<file path="config.mk">
export PLATFORM = sky130hd
export DESIGN_NAME = espm_status_top
export DESIGN_NICKNAME = d
export VERILOG_FILES = /design/src/design/espm_pkg.sv /design/src/design/frame_copy_if.sv /design/src/design/espm_frame_buffer.sv /design/src/design/espm_field_decoder.sv /design/src/design/link_health_monitor.sv /design/src/design/encoder_preload.sv /design/src/design/board_regs.sv /design/src/design/espm_status_top.sv
export SDC_FILE = /design/constraint.sdc
export NUM_CORES = 2
export LEC_CHECK = 0
export BUFFER_PORTS_ARGS = -buffer_cell sky130_fd_sc_hd__buf_2
export CAP_MARGIN = 20
export CELL_PAD_IN_SITES_DETAIL_PLACEMENT = 0
export CELL_PAD_IN_SITES_GLOBAL_PLACEMENT = 1
export CORE_ASPECT_RATIO = 1.5
export CORE_MARGIN = 3
export CORE_UTILIZATION = 50
export CTS_BUF_LIST = sky130_fd_sc_hd__clkbuf_4
export CTS_CLUSTER_DIAMETER = 150
export DETAILED_ROUTE_END_ITERATION = 8
export PLACE_DENSITY_LB_ADDON = 0.05
export SYNTH_ARGS = -nofsm -noshare
export SYNTH_HDL_FRONTEND = slang
export SYNTH_SLANG_ARGS = --single-unit
</file>
<file path="constraint.sdc">
create_clock -name sysclk -period 14.9 [get_ports sysclk]
set_input_delay 2.235 -clock sysclk [delete_from_list [all_inputs] [get_ports sysclk]]
set_output_delay 2.235 -clock sysclk [all_outputs]
set_load 0.005 [all_outputs]
</file>
<file path="src/design/espm_pkg.sv">
`default_nettype none

package espm_pkg;

    // ------------------------------
    // field types
    // ------------------------------
    typedef logic [31:0] word_t;        // bus and frame data
    typedef logic [5:0]  frame_addr_t;  // word index within a frame
    typedef logic [15:0] reg_addr_t;
    typedef logic [23:0] enc_t;
    typedef logic [15:0] mv_t;

    localparam int FRAME_WORDS = 64;

    // address spaces, upper nibble of reg_addr_t
    localparam logic [3:0] ADDR_MAIN           = 4'h0;
    localparam logic [3:0] ADDR_BOARD_SPECIFIC = 4'hB;

    // main space offsets
    localparam logic [3:0] OFF_POT_DATA = 4'h0;
    localparam logic [3:0] OFF_ENC_LOAD = 4'h4;
    localparam logic [3:0] OFF_ENC_DATA = 4'h5;

    // ------------------------------
    // frame layout
    // ------------------------------
    localparam logic [2:0] GROUP_POS = 3'd1;  // frame addr bits 5..3
    localparam logic [2:0] GROUP_POT = 3'd2;

    localparam frame_addr_t MISC_ADDR_SWITCH = 6'h00;
    localparam frame_addr_t MISC_ADDR_ESII   = 6'h18;
    localparam frame_addr_t MISC_ADDR_ADC    = 6'h20;
    localparam frame_addr_t MISC_ADDR_MODEL  = 6'h28;
    localparam frame_addr_t MISC_ADDR_ID     = 6'h30;

    localparam enc_t  ENC_MIDRANGE = 24'h800000;
    localparam word_t READ_DEFAULT = 32'h0000cccc;

endpackage

`default_nettype wire

</file>
<file path="src/design/frame_copy_if.sv">
`timescale 1ns/1ps
`default_nettype none

// committed frame, one word per cycle while valid
interface frame_copy_if;
    import espm_pkg::*;

    logic        valid;
    frame_addr_t addr;
    word_t       data;
    logic        frame_done;  // last word of the frame

    modport source (
        output valid, addr, data, frame_done
    );

    modport sink (
        input valid, addr, data, frame_done
    );
endinterface

`default_nettype wire

</file>
<file path="src/design/espm_frame_buffer.sv">
`timescale 1ns/1ps
`default_nettype none

module espm_frame_buffer (
    input  logic                  sysclk,
    input  logic                  reset,
    input  logic                  rx_word_valid,
    input  espm_pkg::frame_addr_t rx_word_addr,
    input  espm_pkg::word_t       rx_word_data,
    input  logic                  rx_crc_good,
    frame_copy_if.source          copy
);
    import espm_pkg::*;

    word_t       pre_crc_mem [0:FRAME_WORDS-1];
    logic        copy_state;   // 1 while streaming the frame out
    frame_addr_t copy_raddr;
    logic        last_word;

    assign last_word = (copy_raddr == frame_addr_t'(FRAME_WORDS - 1));

    // ------------------------------
    // pre-check buffer
    // ------------------------------
    always_ff @(posedge sysclk) begin
        if (rx_word_valid) begin
            pre_crc_mem[rx_word_addr] <= rx_word_data;
        end
    end

    // ------------------------------
    // copy on crc good
    // ------------------------------
    always_ff @(posedge sysclk) begin
        if (reset) begin
            copy_state      <= 1'b0;
            copy_raddr      <= '0;
            copy.valid      <= 1'b0;
            copy.frame_done <= 1'b0;
        end else begin
            copy.valid      <= copy_state;
            copy.frame_done <= copy_state && last_word;
            if (!copy_state) begin
                if (rx_crc_good) begin  // ignored while a copy runs
                    copy_state <= 1'b1;
                    copy_raddr <= '0;
                end
            end else begin
                copy_raddr <= copy_raddr + 1'b1;  // wraps to 0 after 63
                if (last_word) begin
                    copy_state <= 1'b0;
                end
            end
        end
    end

    // word payload, follows copy_state by one cycle
    always_ff @(posedge sysclk) begin
        copy.addr <= copy_raddr;
        copy.data <= pre_crc_mem[copy_raddr];
    end

endmodule

`default_nettype wire

</file>
<file path="src/design/espm_field_decoder.sv">
`timescale 1ns/1ps
`default_nettype none

module espm_field_decoder (
    input  logic                sysclk,
    input  logic                reset,
    frame_copy_if.sink          copy,
    input  espm_pkg::reg_addr_t fld_raddr,
    output espm_pkg::word_t     pos_value,
    output espm_pkg::word_t     pot_value,
    output espm_pkg::word_t     misc_word [1:5]
);
    import espm_pkg::*;

    word_t      pos [1:7];
    word_t      pot [1:7];
    logic [2:0] word_idx;   // channel within a group
    logic [2:0] sel_chan;
    logic       sel_ok;

    assign word_idx = copy.addr[2:0];

    always_ff @(posedge sysclk) begin
        if (reset) begin
            for (int i = 1; i <= 7; i++) begin
                pos[i] <= '0;
                pot[i] <= '0;
            end
            for (int i = 1; i <= 5; i++) begin
                misc_word[i] <= '0;
            end
        end else if (copy.valid) begin
            if (word_idx != 3'd0) begin
                case (copy.addr[5:3])
                    GROUP_POS: pos[word_idx] <= copy.data;
                    GROUP_POT: pot[word_idx] <= copy.data;
                    default: ;
                endcase
            end else begin
                case (copy.addr)
                    MISC_ADDR_SWITCH: misc_word[1] <= copy.data;
                    MISC_ADDR_ESII:   misc_word[2] <= copy.data;  // esii status
                    MISC_ADDR_ADC:    misc_word[3] <= copy.data;
                    MISC_ADDR_MODEL:  misc_word[4] <= copy.data;  // instrument model
                    MISC_ADDR_ID:     misc_word[5] <= copy.data;
                    default: ;
                endcase
            end
        end
    end

    // channel select from address bits 7..4, only 1 to 7 exist
    assign sel_chan  = fld_raddr[6:4];
    assign sel_ok    = !fld_raddr[7] && (sel_chan != 3'd0);
    assign pos_value = sel_ok ? pos[sel_chan] : '0;
    assign pot_value = sel_ok ? pot[sel_chan] : '0;

endmodule

`default_nettype wire

</file>
<file path="src/design/link_health_monitor.sv">
`timescale 1ns/1ps
`default_nettype none

module link_health_monitor #(
    parameter int WDOG_WINDOW  = 1024,
    parameter int MV_NOMINAL   = 36570,
    parameter int MV_TOLERANCE = 3657
) (
    input  logic            sysclk,
    input  logic            reset,
    input  logic            rx_eof,
    input  logic            rx_crc_good,
    frame_copy_if.sink      copy,
    input  logic            mv_valid,
    input  espm_pkg::mv_t   mv_sample,
    output espm_pkg::word_t crc_good_count,
    output espm_pkg::word_t crc_err_count,
    output espm_pkg::mv_t   mv,
    output logic            mv_good,
    output logic            espm_comm_good
);
    import espm_pkg::*;

    localparam int WDOG_BITS = $clog2(WDOG_WINDOW);
    localparam int MV_MIN    = MV_NOMINAL - MV_TOLERANCE;
    localparam int MV_MAX    = MV_NOMINAL + MV_TOLERANCE;

    logic [WDOG_BITS-1:0] wdog_timer;
    logic                 frame_seen;  // committed frame in this window
    logic                 frame_end;

    assign frame_end = copy.valid && copy.frame_done;

    // ------------------------------
    // crc counters and watchdog
    // ------------------------------
    always_ff @(posedge sysclk) begin
        if (reset) begin
            crc_good_count <= '0;
            crc_err_count  <= '0;
            wdog_timer     <= '0;
            frame_seen     <= 1'b0;
            espm_comm_good <= 1'b0;
            mv             <= '0;
        end else begin
            if (rx_crc_good) begin
                crc_good_count <= crc_good_count + 1'b1;
            end
            if (rx_eof && !rx_crc_good) begin
                crc_err_count <= crc_err_count + 1'b1;
            end
            if (wdog_timer == WDOG_BITS'(WDOG_WINDOW - 1)) begin  // window end
                wdog_timer     <= '0;
                espm_comm_good <= frame_seen || frame_end;
                frame_seen     <= 1'b0;
            end else begin
                wdog_timer <= wdog_timer + 1'b1;
                if (frame_end) begin
                    frame_seen <= 1'b1;
                end
            end
            if (mv_valid) begin
                mv <= mv_sample;
            end
        end
    end

    // strict window around nominal
    assign mv_good = (32'(mv) > MV_MIN) && (32'(mv) < MV_MAX);

endmodule

`default_nettype wire

</file>
<file path="src/design/encoder_preload.sv">
`timescale 1ns/1ps
`default_nettype none

module encoder_preload (
    input  logic                sysclk,
    input  logic                reset,
    input  espm_pkg::reg_addr_t reg_waddr,
    input  espm_pkg::word_t     reg_wdata,
    input  logic                reg_wen,
    input  espm_pkg::word_t     pos_value,
    input  espm_pkg::reg_addr_t reg_raddr,
    output espm_pkg::enc_t      enc_load,
    output espm_pkg::enc_t      enc_data
);
    import espm_pkg::*;

    enc_t       preload [1:7];
    enc_t       offset  [1:7];  // preload minus position at write time
    logic [2:0] wr_chan;
    logic [2:0] rd_chan;
    logic       wr_hit;
    logic       rd_ok;

    assign wr_chan = reg_waddr[6:4];
    assign wr_hit  = reg_wen && (reg_waddr[15:12] == ADDR_MAIN)
                     && (reg_waddr[3:0] == OFF_ENC_LOAD)
                     && !reg_waddr[7] && (wr_chan != 3'd0);

    always_ff @(posedge sysclk) begin
        if (reset) begin
            for (int i = 1; i <= 7; i++) begin
                preload[i] <= ENC_MIDRANGE;
                offset[i]  <= ENC_MIDRANGE;
            end
        end else if (wr_hit) begin
            preload[wr_chan] <= reg_wdata[23:0];
            offset[wr_chan]  <= reg_wdata[23:0] - pos_value[23:0];  // mod 2^24
        end
    end

    assign rd_chan  = reg_raddr[6:4];
    assign rd_ok    = !reg_raddr[7] && (rd_chan != 3'd0);
    assign enc_load = rd_ok ? preload[rd_chan] : '0;
    assign enc_data = rd_ok ? pos_value[23:0] + offset[rd_chan] : '0;

endmodule

`default_nettype wire

</file>
<file path="src/design/board_regs.sv">
`timescale 1ns/1ps
`default_nettype none

module board_regs #(
    parameter espm_pkg::word_t BUILD_NUMBER = 32'h04400000
) (
    input  logic                sysclk,
    input  logic                reset,
    input  espm_pkg::reg_addr_t reg_raddr,
    input  espm_pkg::reg_addr_t reg_waddr,
    input  espm_pkg::word_t     reg_wdata,
    input  logic                reg_wen,
    input  espm_pkg::word_t     pot_value,
    input  espm_pkg::word_t     misc_word [1:5],
    input  espm_pkg::word_t     crc_good_count,
    input  espm_pkg::word_t     crc_err_count,
    input  espm_pkg::mv_t       mv,
    input  logic                espm_comm_good,
    input  espm_pkg::enc_t      enc_load,
    input  espm_pkg::enc_t      enc_data,
    output espm_pkg::word_t     reg_rdata,
    output logic                espmv_en
);
    import espm_pkg::*;

    word_t rdata_main;
    word_t rdata_board;

    always_comb begin
        case (reg_raddr[3:0])
            OFF_POT_DATA: rdata_main = {20'h0, pot_value[17:6]};
            OFF_ENC_LOAD: rdata_main = {8'h0, enc_load};
            OFF_ENC_DATA: rdata_main = {8'h0, enc_data};
            default:      rdata_main = READ_DEFAULT;
        endcase
    end

    // ------------------------------
    // board-specific space
    // ------------------------------
    always_comb begin
        case (reg_raddr[11:0])
            12'h000: rdata_board = crc_err_count;
            12'h001: rdata_board = crc_good_count;
            12'h002: rdata_board = {16'h0, mv};
            12'h003: rdata_board = {28'h0, misc_word[2][0], misc_word[2][1],
                                    espm_comm_good, espmv_en};  // is_ecm on top
            12'h010: rdata_board = misc_word[2];
            12'h011: rdata_board = misc_word[3];
            12'h012: rdata_board = misc_word[4];
            12'h013: rdata_board = misc_word[5];
            12'h021: rdata_board = misc_word[1];  // switch word
            12'hfff: rdata_board = BUILD_NUMBER;
            default: rdata_board = READ_DEFAULT;
        endcase
    end

    always_comb begin
        case (reg_raddr[15:12])
            ADDR_MAIN:           reg_rdata = rdata_main;
            ADDR_BOARD_SPECIFIC: reg_rdata = rdata_board;
            default:             reg_rdata = READ_DEFAULT;
        endcase
    end

    // espm supply enable, on out of reset
    always_ff @(posedge sysclk) begin
        if (reset) begin
            espmv_en <= 1'b1;
        end else if (reg_wen && (reg_waddr[15:12] == ADDR_BOARD_SPECIFIC)
                     && (reg_waddr[11:0] == 12'h102)) begin
            espmv_en <= reg_wdata[0];
        end
    end

endmodule

`default_nettype wire

</file>
<file path="src/design/espm_status_top.sv">
`timescale 1ns/1ps
`default_nettype none

module espm_status_top #(
    parameter int              WDOG_WINDOW  = 1024,
    parameter int              MV_NOMINAL   = 36570,
    parameter int              MV_TOLERANCE = 3657,
    parameter espm_pkg::word_t BUILD_NUMBER = 32'h04400000
) (
    input  logic                  sysclk,
    input  logic                  reset,
    input  logic                  rx_word_valid,
    input  espm_pkg::frame_addr_t rx_word_addr,
    input  espm_pkg::word_t       rx_word_data,
    input  logic                  rx_eof,
    input  logic                  rx_crc_good,
    input  logic                  mv_valid,
    input  espm_pkg::mv_t         mv_sample,
    input  espm_pkg::reg_addr_t   reg_waddr,
    input  espm_pkg::word_t       reg_wdata,
    input  logic                  reg_wen,
    input  espm_pkg::reg_addr_t   reg_raddr,
    output espm_pkg::word_t       reg_rdata,
    output logic                  espm_comm_good,
    output logic                  mv_good,
    output logic                  espmv_en
);
    import espm_pkg::*;

    reg_addr_t fld_raddr;
    word_t     pos_value;
    word_t     pot_value;
    word_t     misc_word [1:5];
    word_t     crc_good_count;
    word_t     crc_err_count;
    mv_t       mv;
    enc_t      enc_load;
    enc_t      enc_data;

    frame_copy_if copy_bus ();

    // preload needs the position of the channel being written
    assign fld_raddr = reg_wen ? reg_waddr : reg_raddr;

    espm_frame_buffer frame_buffer (
        .sysclk, .reset, .rx_word_valid, .rx_word_addr, .rx_word_data,
        .rx_crc_good, .copy(copy_bus)
    );

    espm_field_decoder field_decoder (
        .sysclk, .reset, .copy(copy_bus), .fld_raddr,
        .pos_value, .pot_value, .misc_word
    );

    link_health_monitor #(
        .WDOG_WINDOW(WDOG_WINDOW), .MV_NOMINAL(MV_NOMINAL), .MV_TOLERANCE(MV_TOLERANCE)
    ) health (
        .sysclk, .reset, .rx_eof, .rx_crc_good, .copy(copy_bus), .mv_valid,
        .mv_sample, .crc_good_count, .crc_err_count, .mv, .mv_good, .espm_comm_good
    );

    encoder_preload enc_preload (
        .sysclk, .reset, .reg_waddr, .reg_wdata, .reg_wen, .pos_value,
        .reg_raddr, .enc_load, .enc_data
    );

    board_regs #(.BUILD_NUMBER(BUILD_NUMBER)) regs (
        .sysclk, .reset, .reg_raddr, .reg_waddr, .reg_wdata, .reg_wen,
        .pot_value, .misc_word, .crc_good_count, .crc_err_count, .mv,
        .espm_comm_good, .enc_load, .enc_data, .reg_rdata, .espmv_en
    );

endmodule

`default_nettype wire

</file>
==> metrics.md <==
| Metric | Value |
|---|---|
| H-tree Lvls | 6 |
| Drt initial violations | between 5k and 6k |
| FF/Latch Area | between 0.08 and 0.09 mm² |
| Core Region | 0.240 mm² |
| Dominant synthesized flop cell | edfxtp_1 |
| DP HPWL | roughly 190000 µm |
| Post-layout util | a little under three fifths |
| DR DRC count | 0 |
| Post-synth top area share | 67.0% |
| Routability cong. | 0.865 |
| Asr flop ratio synth | 0% |
| Final worst path period need | 10.01 ns |
| LEAKAGE | 44.8 nW |
| Synth area leaders | edfxtp_1, mux4_2, dfxtp_1 |
| Final setup vio count | 0 |
| Cell Rows | 220 |
| Num CTS Buffers | about 710 |
| Worst Path Required | 12.66 ns |
| Slew margin rel. | 21.8% |
| Avg WL per Cell | around 30 µm |
| Place WS | ~4.8 ns |
| Clk Tree Root Cell | clkbuf_4 |
| Tightest Pin Transition | 1.17 ns |
| Largest net degree at the start of global routing | between 100 and 150 |
| Post-synth EDFFs | 2696 |
| Final WS setup | between 4 and 5 ns |
| Outcome | completed |
| WL final | 329000 µm |
| Worst hold path type | reg2reg |
| DR pass1 iterations | 8 |
| Crit path kind | in2out |
| Final hold violation count | 0 |
| Input/output buffers | 151 |
| Avg Cell Area, Syn | 18.1 µm² |
| Multi-input gate area | 0.0328 mm² |
| Post-Place Cells | a little under 10k |
| Hold slack | between 0.4 and 0.5 ns |
| Die ar. | approximately 0.25 mm² |
| Worst-path clk slew | 0.06 ns |
| Post-synthesis instance total | 6697 |
| CTS resizes | 0 |
| Clk_lat worst skew | about 1.3 ns |
| Number of global-route vias before repair | between 60k and 70k |
| Layout area overhead | 12.3% |
| Sequential-to-total area share from yosys stat | 71.9% |
| Synth cell types | 69 |
| MaxCap Viol Count | 0 |
| Initial Util | 50.4% |
| DRT antenna net count | 0 |
| RSZ-0062 raised after global routing | false |
| Cts hold-fix bufs | 0 |
| Data arrival, critical path | 7.77 ns |
| First-pass GRT wire length | 477000 µm |
| Element type at the critical path end | output port |
| # nets final | 7560 |
| Setup Total Neg Slack | 0 ns |
| Synth warn | 0 |
| Synthesized area | 0.121 mm² |
| CTS sink cnt | 2996 |
| Grt ovf | 0 |
| Largest area contributor in the netlist | edfxtp_1 |
| Post-CTS setup buffer count | 0 |
| Peak Freq | between 0.09 and 0.1 GHz |
| Die height | around 610 µm |
| Final-report max-slew violation count | 0 |
| Design Power | 17.1 mW |
| Final instance area | between 0.1 and 0.15 mm² |
| Worst vdd ir | 0.0837 mV |
| Placement-stage cell area | about 0.13 mm² |
| #FFs+latches synth | 2996 |
| DR vias/cell | 5.89 |
| Fin crit share | approximately two thirds |
| Initial antenna violation count | 28 |
| CTS Buffer Depth | 4 |
| Vias | 65.6k |
| Io pins | 160 |
| PD cells | 126 mW/mm² |
| CP Max Fanout | 31 |
| TritonCTS clock tree | yes |
| Layout fillers | 19.1k |
| Non-Filler Instances | 11.1k |
| Fraction of layout cells with a size suffix above 1 | between 30% and 40% |
| Die extent in x | around 410 µm |
| GRT Overall Usage | 26.6% |
| Skew final | 0.0722 ns |
| Critical Path Source Type | input port |
[synth_stat cells, types with 5 or more instances]
cell type     n
nor3_1       21
edfxtp_1   2696
o21ai_0      67
a22oi_1      75
nor2b_1      23
inv_1        75
xor2_1       59
xnor2_1      44
o211ai_1      8
buf_2        75
buf_1        31
nand3_1      59
buf_4         9
a221oi_1     12
nand2_1     481
mux2i_1      49
or2_2         6
clkbuf_1    312
o21bai_1      5
nor2_1      416
a22o_1       10
nand4_1      27
a222oi_1     30
a21o_1       35
mux2_2       59
or3_1        18
ha_1         50
o22ai_1       9
a21oi_1     263
a211oi_1      7
dfxtp_1     300
nand3b_1      5
a31oi_1      22
o21a_1        5
mux4_2      806
nand2b_1     20
and3_1      127
o221ai_1     13
and4_1        8
and2_1      304
nor4_1        8
[registers in the layout, indices dropped and copies added (netlist names), 16 cells and up]
name,count
frame_buffer.pre_crc_mem,2048
enc_preload.offset,192
field_decoder.pos,192
enc_preload.preload,168
field_decoder.misc_word,160
field_decoder.pot,96
frame_buffer.copy.data,32
health.crc_err_count,32
health.crc_good_count,32
health.mv,16
[cells in the final DEF, fill, tap and decap left out, drive strengths merged, types with 135 or more instances in the layout]
cell type / count
nand2: 481
buf: 338
edfxtp: 2696
clkinv: 135
and2: 305
clkbuf: 1072
dfxtp: 300
mux4: 806
a21oi: 263
nor2: 416
[critical path, stage by stage]
cell      delay [ns]
buf_6           0.30
buf_4           0.52
buf_4           0.66
mux4_2          0.60
mux2_2          0.34
ha_1            0.37
a211oi_1        0.28
a21boi_0        0.29
a21oi_1         0.14
nor3b_1         0.46
o21ai_0         0.19
xnor2_1         0.53
a21oi_1         0.36
a31oi_1         0.25
buf_2           0.15
[kinds of logic (layout without fill, tap and decap cells)]
| logic type | count (synthesis) | count (layout) | synth area share [%] |
|---|---|---|---|
| xor gates and xnor gates | 104 | 104 | 0.759 |
| other | 1 | 73 | 0.00310 |
| adders and majority gates | 52 | 52 | 0.550 |
| AOI/OAI and AO/OA | 587 | 587 | 3.05 |
| and+or+nand+nor | 1538 | 1538 | 6.07 |
| muxes | 915 | 915 | 16.0 |
| DFF | 2996 | 2996 | 71.9 |
| buffers and inverters | 504 | 1660 | 1.67 |
[layer usage]
| metal | wire (µm) | global-route usage (%) |
|---|---|---|
| met1 | 119000 | 31.2 |
| met2 | 182000 | 49.3 |
| met3 | 18100 | 4.45 |
| met4 | 10600 | 9.20 |
| met5 | 55 | 0 |
[power breakdown]
part	switching (mW)	leakage [nW]	internal, mW
Combinational	0.626	11.9	0.373
Clock	3.19	5.49	3.55
Sequential	0.0597	27.4	9.27
[final timing paths]
check                              startpoint                     endpoint  slack (ns)  cells after the start
setup / recovery                 reg_raddr[4]                reg_rdata[15]        4.89                     15
hold reg to reg   field_decoder.misc_word[31]  field_decoder.misc_word[31]        0.45                      2
setup reg to reg   frame_buffer.copy_raddr[0]   frame_buffer.copy.data[24]        9.84                      6
hold / removal    field_decoder.misc_word[31]  field_decoder.misc_word[31]        0.45                      2
[final cells by class]
class                   instances  share of cell area, %
flip-flops and latches       2996                   64.0
clock inverters               173                  0.822
multi-input cells            3256                   24.1
repair buffers                339                   1.86
clock buffers                1071                   5.92
inverters                      77                  0.213
well taps                    3219                   2.97
diodes                         13                 0.0240
No activity file was read; power rests on OpenSTA's default activity.
